--- config.mk ---
export PLATFORM = sky130hd
export DESIGN_NAME = rvFrontEnd
export DESIGN_NICKNAME = d
export VERILOG_FILES = /design/src/design/frontEndPkg.sv /design/src/design/fetchUnit.sv /design/src/design/instDecode.sv /design/src/design/operandFetch.sv /design/src/design/rvFrontEnd.sv
export VERILOG_INCLUDE_DIRS = /design/src /design/src/design
export SDC_FILE = /design/constraint.sdc
export NUM_CORES = 2
export LEC_CHECK = 0
export BUFFER_PORTS_ARGS = -buffer_cell sky130_fd_sc_hd__buf_2
export CELL_PAD_IN_SITES_DETAIL_PLACEMENT = 1
export CELL_PAD_IN_SITES_GLOBAL_PLACEMENT = 2
export CORE_MARGIN = 8
export CORE_UTILIZATION = 45
export DETAILED_ROUTE_END_ITERATION = 12
export GPL_TIMING_DRIVEN = 0
export PLACE_DENSITY_LB_ADDON = 0.1
export SLEW_MARGIN = 10
export SYNTH_ARGS = -nofsm -noshare
export SYNTH_HDL_FRONTEND = slang
export SYNTH_SLANG_ARGS = --single-unit
--- constraint.sdc ---
create_clock -name clk -period 5.1 [get_ports clk]
set_clock_uncertainty 0.05 [all_clocks]
set_input_delay 1.02 -clock clk [delete_from_list [all_inputs] [get_ports clk]]
set_output_delay 1.02 -clock clk [all_outputs]
set_load 0.02 [all_outputs]
--- src/design/frontEnd_params.svh ---
// shared widths and funct3 codes; RESET_PC must be word aligned, XLEN is fixed at 32 for RV32I
`ifndef FRONTEND_PARAMS_SVH
`define FRONTEND_PARAMS_SVH

`define XLEN            32
`define INST_W          32
`define OPCODE_W        7
`define REG_ADDR_W      5
`define INST_ID_DEPTH   6

`define RESET_PC        32'h0000_0000   // first fetch after reset

// OP group, SUB and SRA use inst[30]
`define FUNCT3_ADD      3'b000
`define FUNCT3_SLL      3'b001
`define FUNCT3_SLT      3'b010
`define FUNCT3_SLTU     3'b011
`define FUNCT3_XOR      3'b100
`define FUNCT3_SRL      3'b101
`define FUNCT3_OR       3'b110
`define FUNCT3_AND      3'b111

// OP_IMM group
`define FUNCT3_ADDI     3'b000
`define FUNCT3_SLLI     3'b001
`define FUNCT3_SLTI     3'b010
`define FUNCT3_SLTIU    3'b011
`define FUNCT3_XORI     3'b100
`define FUNCT3_SRLI     3'b101   // SRAI when inst[30] set
`define FUNCT3_ORI      3'b110
`define FUNCT3_ANDI     3'b111

// branches
`define FUNCT3_BEQ      3'b000
`define FUNCT3_BNE      3'b001
`define FUNCT3_BLT      3'b100
`define FUNCT3_BGE      3'b101
`define FUNCT3_BLTU     3'b110
`define FUNCT3_BGEU     3'b111

`define FUNCT3_JALR     3'b000

// loads and stores
`define FUNCT3_LB       3'b000
`define FUNCT3_LH       3'b001
`define FUNCT3_LW       3'b010
`define FUNCT3_LBU      3'b100
`define FUNCT3_LHU      3'b101
`define FUNCT3_SB       3'b000
`define FUNCT3_SH       3'b001
`define FUNCT3_SW       3'b010

`endif

--- src/design/frontEndPkg.sv ---
// front end types only; frontEnd_params.svh must be on the include path
`include "frontEnd_params.svh"

package frontEndPkg;

    // RV32I major opcodes handled by the decoder
    typedef enum logic [`OPCODE_W-1:0] {
        LOAD   = 7'b0000011,
        OP_IMM = 7'b0010011,
        AUIPC  = 7'b0010111,
        STORE  = 7'b0100011,
        OP     = 7'b0110011,
        LUI    = 7'b0110111,
        BRANCH = 7'b1100011,
        JALR   = 7'b1100111,
        JAL    = 7'b1101111
    } rvOpcodeE;

    typedef enum logic [`INST_ID_DEPTH-1:0] {
        ID_NONE = '0,       // unknown or unsupported
        ID_ADD,
        ID_SUB,
        ID_AND,
        ID_OR,
        ID_XOR,
        ID_SLL,
        ID_SRL,
        ID_SRA,
        ID_SLT,
        ID_SLTU,
        ID_ADDI,
        ID_ANDI,
        ID_ORI,
        ID_XORI,
        ID_SLTI,
        ID_SLTIU,
        ID_SLLI,
        ID_SRLI,
        ID_SRAI,
        ID_LUI,
        ID_AUIPC,
        ID_BEQ,
        ID_BNE,
        ID_BLT,
        ID_BGE,
        ID_BLTU,
        ID_BGEU,
        ID_JAL,
        ID_JALR,
        ID_LW,
        ID_LH,
        ID_LB,
        ID_LHU,
        ID_LBU,
        ID_SW,
        ID_SB,
        ID_SH
    } instIdE;

    typedef struct packed {
        logic [`XLEN-1:0]       pc;
        instIdE                 instId;
        logic [`REG_ADDR_W-1:0] rs1;
        logic [`REG_ADDR_W-1:0] rs2;
        logic [`REG_ADDR_W-1:0] rd;
        logic                   rs1Vld;
        logic                   rs2Vld;
        logic                   rdVld;
        logic [`XLEN-1:0]       imm;    // already sign extended
    } decodedInst;

    typedef struct packed {
        decodedInst       dec;
        logic [`XLEN-1:0] rs1Val;   // zero when source unused
        logic [`XLEN-1:0] rs2Val;
    } issuePacket;

    typedef struct packed {
        logic                   en;
        logic [`REG_ADDR_W-1:0] addr;
        logic [`XLEN-1:0]       data;
    } regWrite;

endpackage

--- src/design/fetchUnit.sv ---
// PC register; JAL target is pc + decoded imm, no misaligned-target check, stall holds pc
`timescale 1ns/10ps
`include "frontEnd_params.svh"

module fetchUnit (
    input  logic             clk,
    input  logic             rst,
    input  logic             stall,
    input  logic             jmpVld,
    input  logic [`XLEN-1:0] jmpOffset,
    output logic [`XLEN-1:0] pc
);

    logic [`XLEN-1:0] seqPc;
    logic [`XLEN-1:0] jmpTarget;
    logic [`XLEN-1:0] nextPc;

    assign seqPc     = pc + `XLEN'd4;
    assign jmpTarget = pc + jmpOffset;   // offset is relative to the jal itself

    // jal redirects fetch straight away, no bubble
    always_comb begin
        if (jmpVld) begin
            nextPc = jmpTarget;
        end else begin
            nextPc = seqPc;
        end
    end

    always_ff @(posedge clk) begin
        if (rst) begin
            pc <= `RESET_PC;
        end else if (!stall) begin
            pc <= nextPc;
        end
    end

endmodule

--- src/design/instDecode.sv ---
// pure combinational RV32I decode; FENCE, CSR, ECALL and compressed forms decode as ID_NONE
`timescale 1ns/10ps
`include "frontEnd_params.svh"

module instDecode import frontEndPkg::*; (
    input  logic [`INST_W-1:0] inst,
    input  logic [`XLEN-1:0]   pc,
    output decodedInst         dec,
    output logic               jmpVld    // to fetch, same cycle
);

    rvOpcodeE         opcode;
    logic [2:0]       funct3;
    logic             altFn;     // inst[30], picks SUB/SRA/SRAI
    logic [`XLEN-1:0] immI;
    logic [`XLEN-1:0] immS;
    logic [`XLEN-1:0] immB;
    logic [`XLEN-1:0] immU;
    logic [`XLEN-1:0] immJ;

    assign opcode = rvOpcodeE'(inst[6:0]);
    assign funct3 = inst[14:12];
    assign altFn  = inst[30];

    // every immediate format, selected below by opcode
    assign immI = {{20{inst[31]}}, inst[31:20]};
    assign immS = {{20{inst[31]}}, inst[31:25], inst[11:7]};
    assign immB = {{19{inst[31]}}, inst[31], inst[7], inst[30:25], inst[11:8], 1'b0};
    assign immU = {inst[31:12], 12'd0};
    assign immJ = {{11{inst[31]}}, inst[31], inst[19:12], inst[20], inst[30:21], 1'b0};

    assign jmpVld = (opcode == JAL);

    always_comb begin
        dec     = '0;
        dec.pc  = pc;
        dec.rs1 = inst[19:15];   // fixed positions in every format
        dec.rs2 = inst[24:20];
        dec.rd  = inst[11:7];

        case (opcode)
            OP_IMM: begin
                {dec.rs1Vld, dec.rs2Vld, dec.rdVld} = 3'b101;
                dec.imm = immI;
                case (funct3)
                    `FUNCT3_ADDI:  dec.instId = ID_ADDI;
                    `FUNCT3_SLTI:  dec.instId = ID_SLTI;
                    `FUNCT3_SLTIU: dec.instId = ID_SLTIU;
                    `FUNCT3_XORI:  dec.instId = ID_XORI;
                    `FUNCT3_ORI:   dec.instId = ID_ORI;
                    `FUNCT3_ANDI:  dec.instId = ID_ANDI;
                    `FUNCT3_SLLI:  dec.instId = ID_SLLI;
                    `FUNCT3_SRLI:  dec.instId = altFn ? ID_SRAI : ID_SRLI;
                    default:       dec.instId = ID_NONE;
                endcase
            end

            OP: begin
                {dec.rs1Vld, dec.rs2Vld, dec.rdVld} = 3'b111;
                case (funct3)
                    `FUNCT3_ADD:  dec.instId = altFn ? ID_SUB : ID_ADD;
                    `FUNCT3_SLL:  dec.instId = ID_SLL;
                    `FUNCT3_SLT:  dec.instId = ID_SLT;
                    `FUNCT3_SLTU: dec.instId = ID_SLTU;
                    `FUNCT3_XOR:  dec.instId = ID_XOR;
                    `FUNCT3_SRL:  dec.instId = altFn ? ID_SRA : ID_SRL;
                    `FUNCT3_OR:   dec.instId = ID_OR;
                    `FUNCT3_AND:  dec.instId = ID_AND;
                    default:      dec.instId = ID_NONE;
                endcase
            end

            LUI: begin
                {dec.rs1Vld, dec.rs2Vld, dec.rdVld} = 3'b001;
                dec.imm    = immU;
                dec.instId = ID_LUI;
            end

            AUIPC: begin
                {dec.rs1Vld, dec.rs2Vld, dec.rdVld} = 3'b001;
                dec.imm    = immU;
                dec.instId = ID_AUIPC;
            end

            BRANCH: begin
                // resolved later, only decoded here
                {dec.rs1Vld, dec.rs2Vld, dec.rdVld} = 3'b110;
                dec.imm = immB;
                case (funct3)
                    `FUNCT3_BEQ:  dec.instId = ID_BEQ;
                    `FUNCT3_BNE:  dec.instId = ID_BNE;
                    `FUNCT3_BLT:  dec.instId = ID_BLT;
                    `FUNCT3_BGE:  dec.instId = ID_BGE;
                    `FUNCT3_BLTU: dec.instId = ID_BLTU;
                    `FUNCT3_BGEU: dec.instId = ID_BGEU;
                    default:      dec.instId = ID_NONE;
                endcase
            end

            JAL: begin
                {dec.rs1Vld, dec.rs2Vld, dec.rdVld} = 3'b001;
                dec.imm    = immJ;
                dec.instId = ID_JAL;
            end

            JALR: begin
                {dec.rs1Vld, dec.rs2Vld, dec.rdVld} = 3'b101;
                dec.imm    = immI;
                dec.instId = (funct3 == `FUNCT3_JALR) ? ID_JALR : ID_NONE;
            end

            LOAD: begin
                {dec.rs1Vld, dec.rs2Vld, dec.rdVld} = 3'b101;
                dec.imm = immI;
                case (funct3)
                    `FUNCT3_LB:  dec.instId = ID_LB;
                    `FUNCT3_LH:  dec.instId = ID_LH;
                    `FUNCT3_LW:  dec.instId = ID_LW;
                    `FUNCT3_LBU: dec.instId = ID_LBU;
                    `FUNCT3_LHU: dec.instId = ID_LHU;
                    default:     dec.instId = ID_NONE;
                endcase
            end

            STORE: begin
                {dec.rs1Vld, dec.rs2Vld, dec.rdVld} = 3'b110;
                dec.imm = immS;
                case (funct3)
                    `FUNCT3_SB: dec.instId = ID_SB;
                    `FUNCT3_SH: dec.instId = ID_SH;
                    `FUNCT3_SW: dec.instId = ID_SW;
                    default:    dec.instId = ID_NONE;
                endcase
            end

            default: begin
                // unknown opcode, valid bits and imm stay clear
                dec.instId = ID_NONE;
            end
        endcase
    end

endmodule

--- src/design/operandFetch.sv ---
// 31x32 register file, x0 reads zero; same-cycle writeback is bypassed to the reads
`timescale 1ns/10ps
`include "frontEnd_params.svh"

module operandFetch import frontEndPkg::*; (
    input  logic       clk,
    input  logic       rst,
    input  logic       stall,
    input  decodedInst dec,
    input  regWrite    wb,
    output logic       issueValid,
    output issuePacket issue
);

    logic [`XLEN-1:0] regFile [1:31];   // x0 is not stored
    logic [`XLEN-1:0] rs1Val;
    logic [`XLEN-1:0] rs2Val;
    issuePacket       nextIssue;

    // one read port, zero when unused or x0
    function automatic logic [`XLEN-1:0] readPort(
        input logic [`REG_ADDR_W-1:0] addr,
        input logic                   vld
    );
        logic [`XLEN-1:0] val;
        if (!vld || addr == '0) begin
            val = '0;
        end else if (wb.en && wb.addr == addr) begin
            val = wb.data;   // bypass
        end else begin
            val = regFile[addr];
        end
        return val;
    endfunction

    // writeback ignores stall
    always_ff @(posedge clk) begin
        if (wb.en && wb.addr != '0) begin
            regFile[wb.addr] <= wb.data;
        end
    end

    always_comb begin
        rs1Val = readPort(dec.rs1, dec.rs1Vld);
        rs2Val = readPort(dec.rs2, dec.rs2Vld);
    end

    always_comb begin
        nextIssue.dec    = dec;
        nextIssue.rs1Val = rs1Val;
        nextIssue.rs2Val = rs2Val;
    end

    // issue stage register, held with fetch under stall
    always_ff @(posedge clk) begin
        if (rst) begin
            issueValid <= 1'b0;
            issue      <= '0;
        end else if (!stall) begin
            issueValid <= 1'b1;
            issue      <= nextIssue;
        end
    end

endmodule

--- src/design/rvFrontEnd.sv ---
// fetch, decode and operand read; imem must answer combinationally, no execute or branch resolve
`timescale 1ns/10ps
`include "frontEnd_params.svh"

module rvFrontEnd import frontEndPkg::*; (
    input  logic               clk,
    input  logic               rst,
    input  logic               stall,
    input  logic [`INST_W-1:0] inst,      // imem data for fetchPc, same cycle
    input  regWrite            wb,
    output logic [`XLEN-1:0]   fetchPc,
    output logic               issueValid,
    output issuePacket         issue
);

    decodedInst dec;
    logic       jmpVld;

    fetchUnit uFetch (
        .clk       (clk),
        .rst       (rst),
        .stall     (stall),
        .jmpVld    (jmpVld),
        .jmpOffset (dec.imm),   // J-type offset on a jal
        .pc        (fetchPc)
    );

    instDecode uDecode (
        .inst   (inst),
        .pc     (fetchPc),
        .dec    (dec),
        .jmpVld (jmpVld)
    );

    operandFetch uOperand (
        .clk        (clk),
        .rst        (rst),
        .stall      (stall),
        .dec        (dec),
        .wb         (wb),
        .issueValid (issueValid),
        .issue      (issue)
    );

endmodule

==> results list <==
- CTS clk-pin slew, worst paths: about 0.060 ns
* Top metal layer carrying routed signals: met4
* Number of antenna violations at the first check in global routing: 2
* Register area share after synthesis: 58.45%
- Total congestion overflow: 0
- Before CTS, the worst setup slack after placement is -0.9509 ns.
- Overall power consumption after layout is estimated at 22.51 mW.
- Area after DPL: approximately 60000 um^2
- Across all layers, the routed design uses between 30000 and 40000 vias.
- Summed over all instances, the cell type with the most area after synthesis is edfxtp_1.
* Post-synthesis cell area: between 50000 and 60000 um^2
- Final setup vio count: 0
- In this run the count of I/O pins placed on the die edge is ~260.
* Residual DRC: 0
- Startpoint type of the worst setup path: input port
- The root buffer cell chosen for the clock tree is clkbuf_16.
- In this run, the number of DRC markers left after iteration 0 of detailed routing was 3763.
- Final setup slack of the worst path: approximately 0.12 ns
- Number of nets still failing antenna checks after routing: 0
- Final #Nets: around 4400
- The later pin in the worst-skew pair is clocked with a latency of around 0.79 ns.
- Final Instance Area: about 66000 um^2
- During synthesis, Yosys emitted a total of 0 warnings.
* Global Route Usage Sum: a little under a third
* Number of port buffers: between 200 and 250
- From synthesis to final layout, the design area changed by 15.44%.
- Share of the clock period used by the worst path after layout: between 90% and 100%
- HPWL reported at the end of detailed placement: 160.3 mm
- DR pass1 iterations: 5
- After floorplanning, the core was divided into 131 placement rows.
- edfxtp_1 is the most common cell in the netlist.
- Wire segments on met3 add up to approximately 17 mm in the final route.
- Counting I/O delays and the setup requirement, the final critical path takes roughly 5 ns.
- Max cap viols: 0
* Largest net degree at the start of global routing: 34
- Chip height: around 370 um
- P per Cell Area: 340.3 nW/um^2
- Placeable core region: ~130000 um^2
- Yosys attributes the largest share of cell area to edfxtp_1 52%, mux4_2 13%, mux2i_1 7.7%.
- For the pin with the worst max-slew slack, the measured transition is roughly 1.4 ns.
* Largest fanout of any net on the critical path: 10
- For the worst setup path, the data arrival time is 5.57 ns.
- Required time reported for the critical path endpoint: 5.70 ns
* Number of hold-slack violations in the final timing report: 0
- The routed design uses about 100 mm of met2 wire.
* Kind of critical path: input port to register
- Worst-case hold slack: about 0.41 ns
* Endpoint type of the worst setup path: register
* CTS tree: built
- Unrepaired setup endpoints after global routing: no
* Vias per cell: roughly 6.5
- After synthesis the netlist holds a flip-flop and latch count of 1177.
- Summed over all cells, the static leakage comes to between 20 and 25 nW.
* Starting density of the core: roughly 45%
* Fraction of synthesis flops using an asynchronous set or reset pin: 0%
* Max frequency: between 200 and 250 MHz
- In the synthesized netlist, the number of instances is approximately 3900.
- Commonest cells post-synth: 992 x edfxtp_1, 438 x mux2i_1, 380 x nor2_1, 324 x mux4_2, 190 x a21oi_1
- Measured against its own limit, the worst slew margin works out to under 10%.
- The final-report max-slew violation count was 0.
- The run finished with clean final reports.
- Wires add up to 219.1 mm.
- IR analysis of the VDD net gives a maximum drop of between 0.3 and 0.4 mV.
- Excluding fillers, the count of instances in the completed layout stands at 6103.
* Synthesized Nets: about 4000
- Instance count after placement with tap cells included: 5859
- The die covers 139000 um^2.
- Routed length per instance: approximately 36 um
* Final weighted congestion in routability-driven placement: 0.9286
* Class of the tightest hold or removal check: register to register
- The first global-routing pass estimated about 310 mm of wire.
- Number of flops mapped to enable cells by yosys: between 900 and 1000
- Met1 routed wirelength after detailed routing: ~86 mm
- The most used flip-flop cell after synthesis is edfxtp_1.
* Hold buffers post-CTS: 0
- The floorplan step set the die width to 372.8 um.
- H-tree level count: 4
* Clock buffers created by TritonCTS: around 140
* Clock buffer depth: 3
- Number of global-route vias before repair: around 41000
- Share of the synthesized area in the top cell type: around half
- Setup Buffers After CTS: 0
- The post-route netlist has between 20% and 30% of its cells at a drive strength greater than 1.
* Syn Area/Cell: about 15 um^2
- In this run, distinct cell masters in the synthesized netlist total 81.
* Total number of clock tree sinks: ~1200
## final cells by class
class,count,area [um^2]
inverters,14,52.55
clock inverters,74,645.6
flip-flops and latches,1177,33490
well taps,1662,2079
clock buffers,173,3721
diodes,1,2.502
fillers,12384,60880
multi-input cells,2379,22220
repair buffers,287,2157
plain buffers,336,1780
## path summary, 6_finish.rpt
| kind | from | to | slack (ns) | cells past startpoint |
|---|---|---|---|---|
| worst min-delay path | uOperand.issue[68] | uOperand.issue[68] | 0.41 | 2 |
| worst max register to register | uFetch.pc[0] | uFetch.pc[22] | 1.75 | 10 |
| worst min register to register | uOperand.issue[68] | uOperand.issue[68] | 0.41 | 2 |
| worst max-delay path | inst[22] | uFetch.pc[27] | 0.12 | 13 |
## layer usage
layer	track usage, %	vias to the layer above
met5	0	-
met4	18.26	0
met3	6.330	511
met2	48.89	1996
met1	38.77	20695
li1	-	16654
## where the power goes
part	leakage, nW	total, mW	switching, mW	internal (mW)
Clock	2.14	9.73	4.10	5.63
Sequential	10.4	10.6	0.0601	10.5
Combinational	10.8	2.18	1.46	0.719
## registers in the layout, indices dropped and copies added, names as in the netlist
register and cells:
uOperand.regFile 992, uOperand.issue 152, uFetch.pc 32, uOperand.issueValid 1
## worst max-delay path, stage by stage
cell and delay [ns]:
buf_2 0.14, buf_2 0.34, clkbuf_1 0.97, clkbuf_1 0.91, a21o_1 0.37, ha_1 0.38
a21o_1 0.19, a21o_1 0.18, nor3_1 0.14, a21oi_1 0.15, o41ai_2 0.47, xor2_1 0.19
a21oi_1 0.08
## placed cells by master, fill, tap and decap left out, drive strengths merged, types with 4 or more instances in the layout
| master | synthesis | final |
|---|---|---|
| a31oi | 21 | 21 |
| nand3 | 29 | 29 |
| nor2 | 388 | 388 |
| ha | 37 | 37 |
| and3 | 15 | 15 |
| dfxtp | 185 | 185 |
| a21o | 32 | 32 |
| a211oi | 10 | 10 |
| a2111oi | 7 | 7 |
| clkinvlp | 0 | 5 |
| a22o | 37 | 37 |
| or3 | 8 | 8 |
| nor4 | 10 | 10 |
| o21a | 6 | 6 |
| a21oi | 190 | 190 |
| nand2b | 12 | 12 |
| nand2 | 99 | 99 |
| nand4 | 10 | 10 |
| and2 | 4 | 4 |
| mux4 | 326 | 326 |
| mux2i | 438 | 438 |
| a41oi | 6 | 6 |
| clkinv | 0 | 54 |
| o21ai | 180 | 180 |
| xor2 | 17 | 17 |
| buf | 178 | 463 |
| edfxtp | 992 | 992 |
| xnor2 | 14 | 14 |
| nor2b | 34 | 34 |
| o211ai | 67 | 67 |
| o21bai | 4 | 4 |
| nor3 | 44 | 44 |
| a22oi | 98 | 98 |
| clkbuf | 162 | 333 |
| a221oi | 186 | 186 |
| inv | 14 | 20 |
| bufinv | 0 | 9 |
## logic make-up after synthesis
group / Yosys count / share of synthesized area (%)
adders and majority gates: 38 / 0.8429
xor gates and xnor gates: 31 / 0.4739
AOI/OAI and AO/OA: 874 / 11.36
buffers and inverters: 354 / 3.212
and+or+nand+nor: 671 / 5.167
DFF: 1177 / 58.45
muxes: 765 / 20.50
## repair_timing
| action | in CTS | in global routing |
|---|---|---|
| endpoints found under the setup margin | 2 | 7 |
| resized for setup | 1 | 6 |
| pin swaps | 0 | 0 |
| endpoints found under the hold margin | 0 | 0 |
## stage by stage
step / util, % / setup TNS [ns]
final: 52.07 / 0
after global routing: 52.07 / 0
after detailed placement: 48.63 / -10.60
after floorplan: - / 0
after global placement: 47.72 / -299.75
after CTS: 52.07 / 0
(Power assumes the default switching activity.)
